### src/rv_decode_pkg.sv
package rv_decode_pkg;

    // ============================================================
    // widths with a meaning
    // ============================================================
    typedef logic [31:0] inst_t;
    typedef logic [31:0] pc_t;
    typedef logic [31:0] imm_t;
    typedef logic [4:0]  reg_idx_t;

    // ============================================================
    // decode enums
    // ============================================================
    // alu_pass forwards operand 2 unchanged (lui)
    typedef enum logic [3:0] {
        alu_add, alu_sub, alu_slt, alu_sltu, alu_xor, alu_or,
        alu_and, alu_sll, alu_srl, alu_sra, alu_pass
    } alu_op_e;

    typedef enum logic {src1_rs1, src1_pc} src1_sel_e;

    typedef enum logic [1:0] {src2_rs2, src2_imm, src2_four} src2_sel_e;

    // encoding matches funct3[1:0] of loads and stores
    typedef enum logic [1:0] {mem_byte, mem_half, mem_word, mem_dword} mem_size_e;

    typedef enum logic [2:0] {
        cmp_none, cmp_eq, cmp_ne, cmp_lt, cmp_ge, cmp_ltu, cmp_geu
    } cmp_e;

    typedef enum logic [1:0] {jump_none, jump_pc_imm, jump_rs1_imm} jump_e;

    typedef enum logic {fetch_idle, fetch_wait_ack} fetch_state_e;

    // ============================================================
    // major opcodes
    // ============================================================
    localparam logic [6:0] OPC_OP_IMM    = 7'b0010011;
    localparam logic [6:0] OPC_OP_IMM_32 = 7'b0011011;
    localparam logic [6:0] OPC_OP        = 7'b0110011;
    localparam logic [6:0] OPC_OP_32     = 7'b0111011;
    localparam logic [6:0] OPC_LOAD      = 7'b0000011;
    localparam logic [6:0] OPC_STORE     = 7'b0100011;
    localparam logic [6:0] OPC_BRANCH    = 7'b1100011;
    localparam logic [6:0] OPC_JAL       = 7'b1101111;
    localparam logic [6:0] OPC_JALR      = 7'b1100111;
    localparam logic [6:0] OPC_LUI       = 7'b0110111;
    localparam logic [6:0] OPC_AUIPC     = 7'b0010111;
    localparam logic [6:0] OPC_SYSTEM    = 7'b1110011;

    // alu funct3
    localparam logic [2:0] F3_ADD_SUB = 3'b000;
    localparam logic [2:0] F3_SLL     = 3'b001;
    localparam logic [2:0] F3_SLT     = 3'b010;
    localparam logic [2:0] F3_SLTU    = 3'b011;
    localparam logic [2:0] F3_XOR     = 3'b100;
    localparam logic [2:0] F3_SR      = 3'b101;
    localparam logic [2:0] F3_OR      = 3'b110;
    localparam logic [2:0] F3_AND     = 3'b111;

    // branch funct3
    localparam logic [2:0] F3_BEQ  = 3'b000;
    localparam logic [2:0] F3_BNE  = 3'b001;
    localparam logic [2:0] F3_BLT  = 3'b100;
    localparam logic [2:0] F3_BGE  = 3'b101;
    localparam logic [2:0] F3_BLTU = 3'b110;
    localparam logic [2:0] F3_BGEU = 3'b111;

    localparam logic [2:0] F3_JALR = 3'b000;
    localparam logic [2:0] F3_PRIV = 3'b000;

    localparam logic [6:0] F7_BASE = 7'b0000000;
    localparam logic [6:0] F7_ALT  = 7'b0100000;

    localparam logic [11:0] EBREAK_FUNCT12 = 12'h001;

endpackage

### src/ifetch_wb.sv
`timescale 1ns/1ps

module ifetch_wb import rv_decode_pkg::*; #(
    parameter pc_t RESET_PC = '0
) (
    input  logic  clk_i,
    input  logic  rst_n_i,
    // wishbone classic, read only
    output logic  wb_cyc_o,
    output logic  wb_stb_o,
    output pc_t   wb_adr_o,
    input  logic  wb_ack_i,
    input  inst_t wb_dat_i,
    // queue side
    input  logic  full_i,
    output logic  push_o,
    output inst_t push_inst_o,
    output pc_t   push_pc_o
);

    fetch_state_e state;
    pc_t          fetch_pc;

    // ============================================================
    // request fsm
    // ============================================================
    // one transfer in flight at most; cyc drops for a cycle after ack
    always_ff @(posedge clk_i or negedge rst_n_i) begin
        if (!rst_n_i) begin
            state    <= fetch_idle;
            fetch_pc <= RESET_PC;
        end else begin
            case (state)
                fetch_idle: begin
                    if (!full_i) begin
                        state <= fetch_wait_ack;
                    end
                end
                fetch_wait_ack: begin
                    if (wb_ack_i) begin
                        state    <= fetch_idle;
                        fetch_pc <= fetch_pc + 32'd4;
                    end
                end
                default: begin
                    state <= fetch_idle;
                end
            endcase
        end
    end

    // bus outputs straight from registers, so adr holds until ack
    assign wb_cyc_o = (state == fetch_wait_ack);
    assign wb_stb_o = (state == fetch_wait_ack);
    assign wb_adr_o = fetch_pc;

    // push the word on the ack cycle
    assign push_o      = (state == fetch_wait_ack) && wb_ack_i;
    assign push_inst_o = wb_dat_i;
    assign push_pc_o   = fetch_pc;

endmodule

### src/inst_queue.sv
`timescale 1ns/1ps

module inst_queue import rv_decode_pkg::*; #(
    parameter int QUEUE_DEPTH = 4
) (
    input  logic  clk_i,
    input  logic  rst_n_i,
    input  logic  push_i,
    input  inst_t push_inst_i,
    input  pc_t   push_pc_i,
    input  logic  pop_i,
    output logic  full_o,
    output logic  empty_o,
    output inst_t head_inst_o,
    output pc_t   head_pc_o
);

    localparam int PTR_W = $clog2(QUEUE_DEPTH);

    inst_t            inst_mem [QUEUE_DEPTH];
    pc_t              pc_mem   [QUEUE_DEPTH];
    logic [PTR_W-1:0] wr_ptr;
    logic [PTR_W-1:0] rd_ptr;
    logic [PTR_W:0]   count;

    // storage
    always_ff @(posedge clk_i) begin
        if (push_i) begin
            inst_mem[wr_ptr] <= push_inst_i;
            pc_mem[wr_ptr]   <= push_pc_i;
        end
    end

    // pointers wrap on their own, depth is a power of two
    always_ff @(posedge clk_i or negedge rst_n_i) begin
        if (!rst_n_i) begin
            wr_ptr <= '0;
            rd_ptr <= '0;
            count  <= '0;
        end else begin
            if (push_i) begin
                wr_ptr <= wr_ptr + 1'b1;
            end
            if (pop_i) begin
                rd_ptr <= rd_ptr + 1'b1;
            end
            case ({push_i, pop_i})
                2'b10:   count <= count + 1'b1;
                2'b01:   count <= count - 1'b1;
                default: count <= count;
            endcase
        end
    end

    assign full_o  = (count == (PTR_W+1)'(QUEUE_DEPTH));
    assign empty_o = (count == '0);

    // first word fall through
    assign head_inst_o = inst_mem[rd_ptr];
    assign head_pc_o   = pc_mem[rd_ptr];

endmodule

### src/inst_decoder.sv
`timescale 1ns/1ps

module inst_decoder import rv_decode_pkg::*; (
    input  logic      clk_i,
    input  logic      rst_n_i,
    // queue head
    input  logic      empty_i,
    input  inst_t     head_inst_i,
    input  pc_t       head_pc_i,
    output logic      pop_o,
    // decoded output, valid/ready
    input  logic      dec_ready_i,
    output logic      dec_valid_o,
    output pc_t       dec_pc_o,
    output reg_idx_t  dec_rd_o,
    output reg_idx_t  dec_rs1_o,
    output reg_idx_t  dec_rs2_o,
    output imm_t      dec_imm_o,
    output alu_op_e   dec_alu_op_o,
    output logic      dec_word_op_o,
    output src1_sel_e dec_src1_o,
    output src2_sel_e dec_src2_o,
    output logic      dec_write_gpr_o,
    output logic      dec_mem_read_o,
    output logic      dec_mem_write_o,
    output logic      dec_mem_unsigned_o,
    output mem_size_e dec_mem_size_o,
    output cmp_e      dec_cmp_o,
    output jump_e     dec_jump_o,
    output logic      dec_halt_o,
    output logic      dec_illegal_o
);

    logic [6:0] opcode;
    logic [2:0] funct3;
    logic [6:0] funct7;
    logic [6:0] shift_f7;
    imm_t       imm_i, imm_s, imm_b, imm_u, imm_j;

    imm_t      imm;
    alu_op_e   alu_op;
    logic      word_op;
    src1_sel_e src1;
    src2_sel_e src2;
    logic      write_gpr, mem_read, mem_write, mem_unsigned;
    mem_size_e mem_size;
    cmp_e      cmp;
    jump_e     jump;
    logic      halt, illegal;

    // alu class for the shared op / op-imm funct3 space
    function automatic alu_op_e base_alu_op(input logic [2:0] f3);
        case (f3)
            F3_ADD_SUB: return alu_add;
            F3_SLL:     return alu_sll;
            F3_SLT:     return alu_slt;
            F3_SLTU:    return alu_sltu;
            F3_XOR:     return alu_xor;
            F3_SR:      return alu_srl;
            F3_OR:      return alu_or;
            default:    return alu_and;
        endcase
    endfunction

    assign opcode = head_inst_i[6:0];
    assign funct3 = head_inst_i[14:12];
    assign funct7 = head_inst_i[31:25];

    // 64-bit shifts take a 6-bit shamt, so bit 25 belongs to it
    assign shift_f7 = (opcode == OPC_OP_IMM) ? {funct7[6:1], 1'b0} : funct7;

    // ============================================================
    // immediate formats
    // ============================================================
    assign imm_i = {{20{head_inst_i[31]}}, head_inst_i[31:20]};
    assign imm_s = {{20{head_inst_i[31]}}, head_inst_i[31:25], head_inst_i[11:7]};
    assign imm_b = {{20{head_inst_i[31]}}, head_inst_i[7], head_inst_i[30:25],
                    head_inst_i[11:8], 1'b0};
    assign imm_u = {head_inst_i[31:12], 12'b0};
    assign imm_j = {{12{head_inst_i[31]}}, head_inst_i[19:12], head_inst_i[20],
                    head_inst_i[30:21], 1'b0};

    // ============================================================
    // decode
    // ============================================================
    always_comb begin
        imm          = '0;
        alu_op       = alu_pass;
        word_op      = 1'b0;
        src1         = src1_rs1;
        src2         = src2_rs2;
        write_gpr    = 1'b1;
        mem_read     = 1'b0;
        mem_write    = 1'b0;
        mem_unsigned = 1'b0;
        mem_size     = mem_byte;
        cmp          = cmp_none;
        jump         = jump_none;
        halt         = 1'b0;
        illegal      = 1'b0;
        case (opcode)
            OPC_OP_IMM, OPC_OP_IMM_32: begin
                word_op = (opcode == OPC_OP_IMM_32);
                src2    = src2_imm;
                imm     = imm_i;
                alu_op  = base_alu_op(funct3);
                if (funct3 == F3_SLL) begin
                    illegal = (shift_f7 != F7_BASE);
                end else if (funct3 == F3_SR) begin
                    if (shift_f7 == F7_ALT) begin
                        alu_op = alu_sra;
                    end else begin
                        illegal = (shift_f7 != F7_BASE);
                    end
                end else if (word_op && funct3 != F3_ADD_SUB) begin
                    illegal = 1'b1;
                end
            end
            OPC_OP, OPC_OP_32: begin
                word_op = (opcode == OPC_OP_32);
                alu_op  = base_alu_op(funct3);
                if (funct7 == F7_ALT && funct3 == F3_ADD_SUB) begin
                    alu_op = alu_sub;
                end else if (funct7 == F7_ALT && funct3 == F3_SR) begin
                    alu_op = alu_sra;
                end else if (funct7 != F7_BASE) begin
                    illegal = 1'b1;
                end
                // word forms only exist for add, sub and shifts
                if (word_op && !(funct3 inside {F3_ADD_SUB, F3_SLL, F3_SR})) begin
                    illegal = 1'b1;
                end
            end
            OPC_LOAD: begin
                alu_op       = alu_add;
                src2         = src2_imm;
                imm          = imm_i;
                mem_read     = 1'b1;
                mem_size     = mem_size_e'(funct3[1:0]);
                mem_unsigned = funct3[2];
                illegal      = (funct3[2] && funct3[1:0] == 2'b11);
            end
            OPC_STORE: begin
                alu_op    = alu_add;
                src2      = src2_imm;
                imm       = imm_s;
                write_gpr = 1'b0;
                mem_write = 1'b1;
                mem_size  = mem_size_e'(funct3[1:0]);
                illegal   = funct3[2];
            end
            OPC_BRANCH: begin
                alu_op    = alu_slt;
                imm       = imm_b;
                write_gpr = 1'b0;
                jump      = jump_pc_imm;
                case (funct3)
                    F3_BEQ: cmp = cmp_eq;
                    F3_BNE: cmp = cmp_ne;
                    F3_BLT: cmp = cmp_lt;
                    F3_BGE: cmp = cmp_ge;
                    F3_BLTU: begin
                        cmp    = cmp_ltu;
                        alu_op = alu_sltu;
                    end
                    F3_BGEU: begin
                        cmp    = cmp_geu;
                        alu_op = alu_sltu;
                    end
                    default: illegal = 1'b1;
                endcase
            end
            OPC_JAL: begin
                alu_op = alu_add;
                src1   = src1_pc;
                src2   = src2_four;
                imm    = imm_j;
                jump   = jump_pc_imm;
            end
            OPC_JALR: begin
                // alu makes the link value pc + 4
                alu_op  = alu_add;
                src1    = src1_pc;
                src2    = src2_four;
                imm     = imm_i;
                jump    = jump_rs1_imm;
                illegal = (funct3 != F3_JALR);
            end
            OPC_LUI: begin
                src2 = src2_imm;
                imm  = imm_u;
            end
            OPC_AUIPC: begin
                alu_op = alu_add;
                src1   = src1_pc;
                src2   = src2_imm;
                imm    = imm_u;
            end
            OPC_SYSTEM: begin
                // only ebreak is kept from the system space
                if (funct3 == F3_PRIV && head_inst_i[31:20] == EBREAK_FUNCT12) begin
                    halt      = 1'b1;
                    write_gpr = 1'b0;
                    imm       = imm_i;
                end else begin
                    illegal = 1'b1;
                end
            end
            default: illegal = 1'b1;
        endcase

        // illegal word leaves a neutral bundle
        if (illegal) begin
            imm          = '0;
            alu_op       = alu_pass;
            word_op      = 1'b0;
            src1         = src1_rs1;
            src2         = src2_rs2;
            write_gpr    = 1'b0;
            mem_read     = 1'b0;
            mem_write    = 1'b0;
            mem_unsigned = 1'b0;
            mem_size     = mem_byte;
            cmp          = cmp_none;
            jump         = jump_none;
        end
    end

    // ============================================================
    // output register
    // ============================================================
    // load when empty or drained this cycle
    assign pop_o = !empty_i && (!dec_valid_o || dec_ready_i);

    always_ff @(posedge clk_i or negedge rst_n_i) begin
        if (!rst_n_i) begin
            dec_valid_o <= 1'b0;
        end else if (pop_o) begin
            dec_valid_o <= 1'b1;
        end else if (dec_ready_i) begin
            dec_valid_o <= 1'b0;
        end
    end

    always_ff @(posedge clk_i) begin
        if (pop_o) begin
            dec_pc_o           <= head_pc_i;
            dec_rd_o           <= head_inst_i[11:7];
            dec_rs1_o          <= head_inst_i[19:15];
            dec_rs2_o          <= head_inst_i[24:20];
            dec_imm_o          <= imm;
            dec_alu_op_o       <= alu_op;
            dec_word_op_o      <= word_op;
            dec_src1_o         <= src1;
            dec_src2_o         <= src2;
            dec_write_gpr_o    <= write_gpr;
            dec_mem_read_o     <= mem_read;
            dec_mem_write_o    <= mem_write;
            dec_mem_unsigned_o <= mem_unsigned;
            dec_mem_size_o     <= mem_size;
            dec_cmp_o          <= cmp;
            dec_jump_o         <= jump;
            dec_halt_o         <= halt;
            dec_illegal_o      <= illegal;
        end
    end

endmodule

### src/decode_frontend.sv
`timescale 1ns/1ps

module decode_frontend import rv_decode_pkg::*; #(
    parameter pc_t RESET_PC    = '0,
    parameter int  QUEUE_DEPTH = 4
) (
    input  logic      clk_i,
    input  logic      rst_n_i,
    // instruction bus
    output logic      wb_cyc_o,
    output logic      wb_stb_o,
    output pc_t       wb_adr_o,
    input  logic      wb_ack_i,
    input  inst_t     wb_dat_i,
    // decoded stream
    input  logic      dec_ready_i,
    output logic      dec_valid_o,
    output pc_t       dec_pc_o,
    output reg_idx_t  dec_rd_o,
    output reg_idx_t  dec_rs1_o,
    output reg_idx_t  dec_rs2_o,
    output imm_t      dec_imm_o,
    output alu_op_e   dec_alu_op_o,
    output logic      dec_word_op_o,
    output src1_sel_e dec_src1_o,
    output src2_sel_e dec_src2_o,
    output logic      dec_write_gpr_o,
    output logic      dec_mem_read_o,
    output logic      dec_mem_write_o,
    output logic      dec_mem_unsigned_o,
    output mem_size_e dec_mem_size_o,
    output cmp_e      dec_cmp_o,
    output jump_e     dec_jump_o,
    output logic      dec_halt_o,
    output logic      dec_illegal_o
);

    logic  push, pop, full, empty;
    inst_t push_inst, head_inst;
    pc_t   push_pc, head_pc;

    ifetch_wb #(
        .RESET_PC(RESET_PC)
    ) ifetch_wb_i (
        .clk_i       (clk_i),
        .rst_n_i     (rst_n_i),
        .wb_cyc_o    (wb_cyc_o),
        .wb_stb_o    (wb_stb_o),
        .wb_adr_o    (wb_adr_o),
        .wb_ack_i    (wb_ack_i),
        .wb_dat_i    (wb_dat_i),
        .full_i      (full),
        .push_o      (push),
        .push_inst_o (push_inst),
        .push_pc_o   (push_pc)
    );

    inst_queue #(
        .QUEUE_DEPTH(QUEUE_DEPTH)
    ) inst_queue_i (
        .clk_i       (clk_i),
        .rst_n_i     (rst_n_i),
        .push_i      (push),
        .push_inst_i (push_inst),
        .push_pc_i   (push_pc),
        .pop_i       (pop),
        .full_o      (full),
        .empty_o     (empty),
        .head_inst_o (head_inst),
        .head_pc_o   (head_pc)
    );

    inst_decoder inst_decoder_i (
        .clk_i              (clk_i),
        .rst_n_i            (rst_n_i),
        .empty_i            (empty),
        .head_inst_i        (head_inst),
        .head_pc_i          (head_pc),
        .pop_o              (pop),
        .dec_ready_i        (dec_ready_i),
        .dec_valid_o        (dec_valid_o),
        .dec_pc_o           (dec_pc_o),
        .dec_rd_o           (dec_rd_o),
        .dec_rs1_o          (dec_rs1_o),
        .dec_rs2_o          (dec_rs2_o),
        .dec_imm_o          (dec_imm_o),
        .dec_alu_op_o       (dec_alu_op_o),
        .dec_word_op_o      (dec_word_op_o),
        .dec_src1_o         (dec_src1_o),
        .dec_src2_o         (dec_src2_o),
        .dec_write_gpr_o    (dec_write_gpr_o),
        .dec_mem_read_o     (dec_mem_read_o),
        .dec_mem_write_o    (dec_mem_write_o),
        .dec_mem_unsigned_o (dec_mem_unsigned_o),
        .dec_mem_size_o     (dec_mem_size_o),
        .dec_cmp_o          (dec_cmp_o),
        .dec_jump_o         (dec_jump_o),
        .dec_halt_o         (dec_halt_o),
        .dec_illegal_o      (dec_illegal_o)
    );

endmodule

### config.mk
export PLATFORM = sky130hd
export DESIGN_NAME = decode_frontend
export DESIGN_NICKNAME = d
export VERILOG_FILES = /design/src/rv_decode_pkg.sv /design/src/ifetch_wb.sv /design/src/inst_queue.sv /design/src/inst_decoder.sv /design/src/decode_frontend.sv
export SDC_FILE = /design/constraint.sdc
export NUM_CORES = 1
export LEC_CHECK = 0
export BUFFER_PORTS_ARGS = -buffer_cell sky130_fd_sc_hd__buf_2
export CORE_UTILIZATION = 49
export CTS_BUF_LIST = sky130_fd_sc_hd__clkbuf_4 sky130_fd_sc_hd__clkbuf_8
export CTS_CLUSTER_SIZE = 14
export DETAILED_ROUTE_END_ITERATION = 8
export PLACE_DENSITY_LB_ADDON = 0.05
export SYNTH_ARGS = -nofsm -noshare
export SYNTH_HDL_FRONTEND = slang
export SYNTH_SLANG_ARGS = --single-unit
### constraint.sdc
create_clock -name clk_i -period 10.4 [get_ports clk_i]
set_clock_uncertainty 0.15 [all_clocks]
set_input_delay 1.56 -clock clk_i [delete_from_list [all_inputs] [get_ports clk_i]]
set_output_delay 1.56 -clock clk_i [all_outputs]
set_load 0.01 [all_outputs]
# Word level (Yosys, flattened, before mapping)
# Memories as Yosys holds them, arrays and structs flattened. A register that Yosys moved wholly into a read port is not among the register bits.
# Cells that the tools add are included.
[word_totals] regBits=109 ramBits=256 wordCells=137 n_memories=2 out_inout_bits=135 in_bits=36
[classes] mux=39 addsub=5 reduce_logical=38 bitwise_logic=4 eq_ne=26
[memory_table] memory="inst_queue_i.inst_mem" words=4 width=32 read_ports=1 rd_ports_with_merged_regs=0 write_ports=1 line="inst_queue.sv:20" rtl="inst_t inst_mem [QUEUE_DEPTH];"
[memory_table] memory="inst_queue_i.pc_mem" words=4 width=32 read_ports=1 rd_ports_with_merged_regs=1 write_ports=1 line="inst_queue.sv:21" rtl="pc_t pc_mem [QUEUE_DEPTH];"
[op_table] cell="$pmux 32 s6" n=1
[op_table] cell="$eq 7x6->1 const B" n=6
[op_table] cell="$add 32x3->32 const B" n=1
[op_table] cell="$mux 32" n=1
[op_table] cell="$eq 7x7->1 const B" n=4
[op_table] cell="$pmux 4 s7" n=1
[op_table] cell="$mux 1" n=22
[op_table] cell="$reduce_or 2->1" n=11
[op_table] cell="$eq 7x5->1 const B" n=3
[op_table] cell="$mux 4" n=5
[op_table] cell="$pmux 3 s6" n=1
[op_table] cell="$pmux 4 s4" n=1
[op_table] cell="$eq 3x3->1 const B" n=5
[op_table] cell="$reduce_bool 7->1" n=2
[op_table] cell="$eq 12x1->1 const B" n=1
[op_table] cell="$reduce_or 6->1" n=2
[op_table] cell="$logic_and 1x1->1" n=8
[op_table] cell="$pmux 1 s8" n=1
[op_table] cell="$pmux 2 s2" n=2
[op_table] cell="$eq 7x2->1 const B" n=1
[op_table] cell="$eq 3x2->1 const B" n=2
[op_table] cell="$logic_not 3->1" n=2
[op_table] cell="$pmux 1 s2" n=3
[op_table] cell="$pmux 3 s2" n=1
[op_table] cell="15 further kinds" n=25

# Depth between registers and ports, before layout
# An unclocked memory read counts as a cell.
[logic_depth] ltp_word=9 mapped_depth=12

# Hierarchy
# A second synthesis with hierarchy kept.
[hier_totals] hier_cells=877 hier_area_um2=15964.1
[by_module_without_submodules] mod="inst_queue" cells_each=371 area_each_um2=9628.0 instances=1 seq_area_each_um2=7862.5
[by_module_without_submodules] mod="inst_decoder" cells_each=320 area_each_um2=4409.2 instances=1 seq_area_each_um2=3027.9
[by_module_without_submodules] mod="ifetch_wb" cells_each=186 area_each_um2=1926.8 instances=1 seq_area_each_um2=775.7

# Least setup slack after synthesis
# OpenSTA, ideal clock, no wires.
[synth_path] kind="input to register" startpoint="input dec_ready_i" endpoint="register inst_queue_i.count[2]" t_arrival_ns=8.072 stages=8 setup_slack_ns=2.099 t_required_ns=10.171 setup_time_ns=0.079 path_cell_list="inv_1 -> a21oi_1 -> ha_1 -> inv_1 -> fa_1 -> xor2_1 -> nor2_1 -> xor2_1"
[synth_via] elab_chain_len=4
[synth_rtl] element="start: declaration" line="decode_frontend.sv:16" rtl="input logic dec_ready_i,"
[synth_rtl] element="$logic_or 1x1->1 (*)" line="inst_decoder.sv:233" rtl="assign pop_o = !empty_i && (!dec_valid_o || dec_ready_i);"
[synth_rtl] element="$logic_and 1x1->1 (*)" line="inst_decoder.sv:233"
[synth_rtl] element="via inst_decoder_i.pop_o" line="inst_decoder.sv:10" rtl="output logic pop_o,"
[synth_rtl] element="$eq 2x1->1 / $eq 2x2->1 (equally long branches)" line="inst_queue.sv:47" rtl="case ({push_i, pop_i})"
[synth_rtl] element="$pmux 3 s2 / $reduce_bool 2->1 (equally long branches)"
[synth_rtl] element="end signal: assignment" line="inst_queue.sv:48" rtl="2'b10: count <= count + 1'b1;"
[synth_rtl] element="end signal: assignment" line="inst_queue.sv:49" rtl="2'b01: count <= count - 1'b1;"
[synth_rtl] element="end signal: assignment" line="inst_queue.sv:50" rtl="default: count <= count;"
[synth_rtl] element="end: declaration" line="inst_queue.sv:24" rtl="logic [PTR_W:0] count;"
# The timed path passes the listed nets; every way through them passes the cells marked *.
# A chain may end at the register's enable or synchronous reset.

# Worst setup path in the final report
[layout_path] startpoint="register inst_queue_i.rd_ptr[1]" endpoint="register inst_decoder_i.dec_alu_op_o[1], data pin"
[layout_via] elab_chain_len=8
[layout_rtl] element="start: declaration" line="inst_queue.sv:23" rtl="logic [PTR_W-1:0] rd_ptr;"
[layout_rtl] element="start signal: assignment" line="inst_queue.sv:45" rtl="rd_ptr <= rd_ptr + 1'b1;"
[layout_rtl] element="$mem_v2 4x32 (*)"
[layout_rtl] element="$eq 7x5->1" line="inst_decoder.sv:70, inst_decoder.sv:101"
[layout_rtl] element="$mux 1" line="inst_decoder.sv:70" rtl="assign shift_f7 = (opcode == OPC_OP_IMM) ? {funct7[6:1], 1'b0} : funct7;"
[layout_rtl] element="$eq 7x6->1 / $reduce_bool 7->1 (equally long branches)" line="inst_decoder.sv:110, inst_decoder.sv:108, inst_decoder.sv:113"
[layout_rtl] element="$mux 1 / $mux 4 (equally long branches)" line="inst_decoder.sv:110" rtl="if (shift_f7 == F7_ALT) begin"
[layout_rtl] element="$mux 1 / $mux 4 (equally long branches)" line="inst_decoder.sv:109" rtl="end else if (funct3 == F3_SR) begin"
[layout_rtl] element="$mux 1 / $mux 4 (equally long branches)" line="inst_decoder.sv:107" rtl="if (funct3 == F3_SLL) begin"
[layout_rtl] element="$pmux 1 s8 / $pmux 4 s4 (equally long branches)" line="inst_decoder.sv:101" rtl="case (opcode)"
[layout_rtl] element="end signal: assignment" line="inst_decoder.sv:252" rtl="dec_alu_op_o <= alu_op;"
[layout_rtl] element="end: declaration" line="inst_decoder.sv:19" rtl="output alu_op_e dec_alu_op_o,"
# Mark *: on every way between the ends. The rest lies on a longest branch, timed or not.

==> flow_summary.toml <==
[critical_path]
critPathArrivalTime_ns = 4.45
crit_type = "reg2reg"
worst_r2r_endpoint = "inst_decoder_i.dec_alu_op_o[1]"
reg2regPathDepth = 7
cp_top_family = "compound AO/OA/AOI/OAI gates"
end_kind = "flip-flop"
path_cells = "mux4_2 -> or2_4 -> o41a_1 -> o41a_1 -> o21ai_4 -> o311ai_4 -> or3_1"
cpMaxStageDelayCell = "dfrtp_4"
crit_buf_inv = 0
cp_max_fo = 63
crit_top_cell = "o41a_1"
required_ns = 10.56
reg2reg_from = "inst_queue_i.rd_ptr[1]"
worstSetupStartpoint = "inst_queue_i.rd_ptr[1]"
reg2reg_slack_ns = 6.11
cp-start-kind = "flip-flop"
slowest_delay_ns = 1.10

[cts]
ctsResizeCount = 0
cts_post_setup_buffers_inserted = 0
cts_tree = "done"
cts_max_path_buffers = 3
clock_latency_ns = 0.58
root_buffer = "clkbuf_8"
clk_pin_slew_ns = 0.06
hold_buffers = 0
cts_sinks = 385
cts_buffers = 59
htree_num_levels = 2

[floorplan]
core_um2 = 29700
io-pin-count = 171
die_x_um = 176
dieArea_um2 = 31000
initial_core_util_pct = 50.0
die_height_um = 176
rows = 63

[global_route]
grt_first_pass_wirelength_um = 45100
gr-total-overflow = 0
antenna_found_initial = 3
grt_use_total_pct = 19.4
grt_max_degree = 65
grt_pass1_vias = 7837

[power_and_ir_drop]
p_per_area_nw_per_um2 = 277
irDropWorstVdd_mv = 0.173
p_leak_uw = 0.00604

[placed_design]
place_ws_ns = 6.10
io_buffer_count = 166
dp_hpwl_um = 17200
gp_congestion = 0.824

[yosys]
syn_inst = 788
synth_top_area_cell = "edfxtp_1"
synthTopCellsByCount = "edfxtp_1, mux4_2, nand2_1"
synthArstFlopShare_pct = 10.1
netlist.area_leader.share_pct = 70.0
ys_seq_elements = 385
synth_edf_count = 346
synth_ff_type = "edfxtp_1"
yosysWarningCount = 0
ys_seq_area_share_pct = 76.6
syn_avg_cell_area_um2 = 18.8
syn_area_um2 = 14800
synth_cell_type_count = 57
yosys-top-cells-area = "edfxtp_1, mux4_2, dfrtp_1"
yosysMostFrequentCell = "edfxtp_1"

[route]
ant_nets = 0
first_iter_violations = 482
via_count = 7617
totalWireLength_um = 29100
wl_per_cell_um = 20.4
vias_per_cell = 5.35
drcViolationCount = 0
dr.pass1.iters = 5

[sta]
setup_violations = 0
hold_violations = 0
max_freq_mhz = 233
drv_slew = 0
finalWorstSetupSlack_ns = 6.11
worst_pin_slew_ns = 1.11
min_period_over_period_pct = 41.2
finalSetupTns_ns = 0
rsz0062_at_grt = "false"
fin_crit_ns = 4.29
relSlewSlack_pct = 26.0

[cells_and_area]
drive_above_1_share_pct = 34.4
num-fill-cells = 2268
fin_nets = 1028
areaGrowthSynthToFinish_pct = 17.0

[run_status]
outcome = "completed"

[run]
maxCapViolations = 0

[min_path]
min_path_type = "reg2reg"
holdPathEnd = "inst_queue_i.count[2]"
whs_path_depth = 1
hp-start = "inst_queue_i.count[2]"
==> where the power goes <==
part | internal, µW | leakage [µW] | switching (µW) | total (µW)
registers | 2100 | 0.00363 | 204 | 2300
clock network | 795 | 0.000688 | 541 | 1340
logic | 478 | 0.00172 | 700 | 1180
==> cell usage in the layout, fill, tap and decap left out, types with 3 or more instances in the layout <==
cell,netlist,layout
edfxtp_1,346,346
mux4_2,62,62
buf_2,7,166
xnor2_1,28,28
nand2b_1,3,3
o21ai_0,11,11
a22oi_1,5,5
nor3_1,8,8
xor2_1,11,11
nand3_1,15,15
nand4_1,5,5
conb_1,1,4
nor3_2,5,5
and2_1,6,6
inv_1,18,18
bufinv_16,0,5
ha_1,6,6
o22ai_1,3,3
nor2b_1,8,8
nor2_1,31,31
and3_4,0,4
and3_1,11,7
clkinv_1,0,10
or2_2,4,4
or3_1,5,5
a21oi_1,24,23
clkbuf_8,0,70
buf_4,6,4
nand2_1,55,55
clkbuf_4,0,18
nor4_1,5,5
clkinv_2,0,4
dfrtp_1,39,37
==> metal layers <==
layer  share of wire (%)  track usage (%)  up-vias
met5                   0                0        -
met4                 1.8             5.69        0
met3                 6.5             4.31       59
met2                  49             31.6      252
met1                  42             26.3     3825
li1                    -                -     3481
==> sequential cells by signal (all words and copies together), names as in the netlist, 2 cells and up <==
name and count:
inst_decoder_i.dec_cmp_o 3, inst_decoder_i.dec_jump_o 2, inst_queue_i.inst_mem 128, inst_decoder_i.dec_imm_o 32, inst_decoder_i.dec_rs1_o 5, inst_decoder_i.dec_pc_o 30
inst_queue_i.wr_ptr 2, inst_queue_i.count 3, inst_decoder_i.dec_rs2_o 5, inst_decoder_i.dec_alu_op_o 4, inst_queue_i.rd_ptr 2, inst_decoder_i.dec_rd_o 5
ifetch_wb_i.push_pc_o 30, inst_decoder_i.dec_src2_o 2, inst_decoder_i.dec_mem_size_o 2, inst_queue_i.pc_mem 120
==> final cells by class <==
| class | count | area [µm²] | share of cell area (%) |
|---|---|---|---|
| Sequential cell | 385 | 11400 | 65.5 |
| Multi-Input combinational cell | 351 | 3260 | 18.8 |
| Clock buffer | 88 | 1100 | 6.33 |
| Timing Repair Buffer | 170 | 861 | 4.96 |
| Tap cell | 390 | 488 | 2.81 |
| Clock inverter | 19 | 208 | 1.20 |
| Inverter | 18 | 67.6 | 0.389 |
| Antenna cell | 2 | 5.00 | 0.0288 |
==> worst max path at each step <==
stage / end / slack, ns / cells past startpoint
3_3_place_gp: inst_decoder_i.dec_alu_op_o[1] / 6.12 / 7
3_5_place_dp: inst_decoder_i.dec_alu_op_o[1] / 6.10 / 7
6_report: inst_decoder_i.dec_alu_op_o[1] / 6.11 / 7
4_1_cts: inst_decoder_i.dec_alu_op_o[1] / 6.08 / 7
2_1_floorplan: inst_queue_i.count[2] / 2.10 / 8
5_1_grt: inst_decoder_i.dec_alu_op_o[1] / 5.96 / 7
==> stage by stage <==
stage          hold slack [ns]  utilization, %  power, µW  cells  cell area, µm²
2_1_floorplan            0.307               -       3120    791           14900
3_3_place_gp             0.325            54.0       3510   1314           16100
3_5_place_dp             0.339            54.0       3530   1314           16100
4_1_cts                  0.354            58.4       4880   1421           17400
5_1_grt                  0.376            58.4       5070   1421           17400
6_report                 0.358            58.4       4820   1423           17400
==> logic make-up (layout without fill, tap and decap cells) <==
group                      Yosys count  in the layout  synth area share (%)
other                                1              6                0.0253
buffers and inverters               55            295                  1.75
AOI/OAI and AO/OA                   64             64                  3.15
muxes                               65             65                  9.62
xor gates and xnor gates            39             39                  2.30
DFF                                385            385                  76.6
and+or+nand+nor                    172            172                  5.95
adders and majority gates            7              7                 0.641
Power figures use the tool's default switching activity.
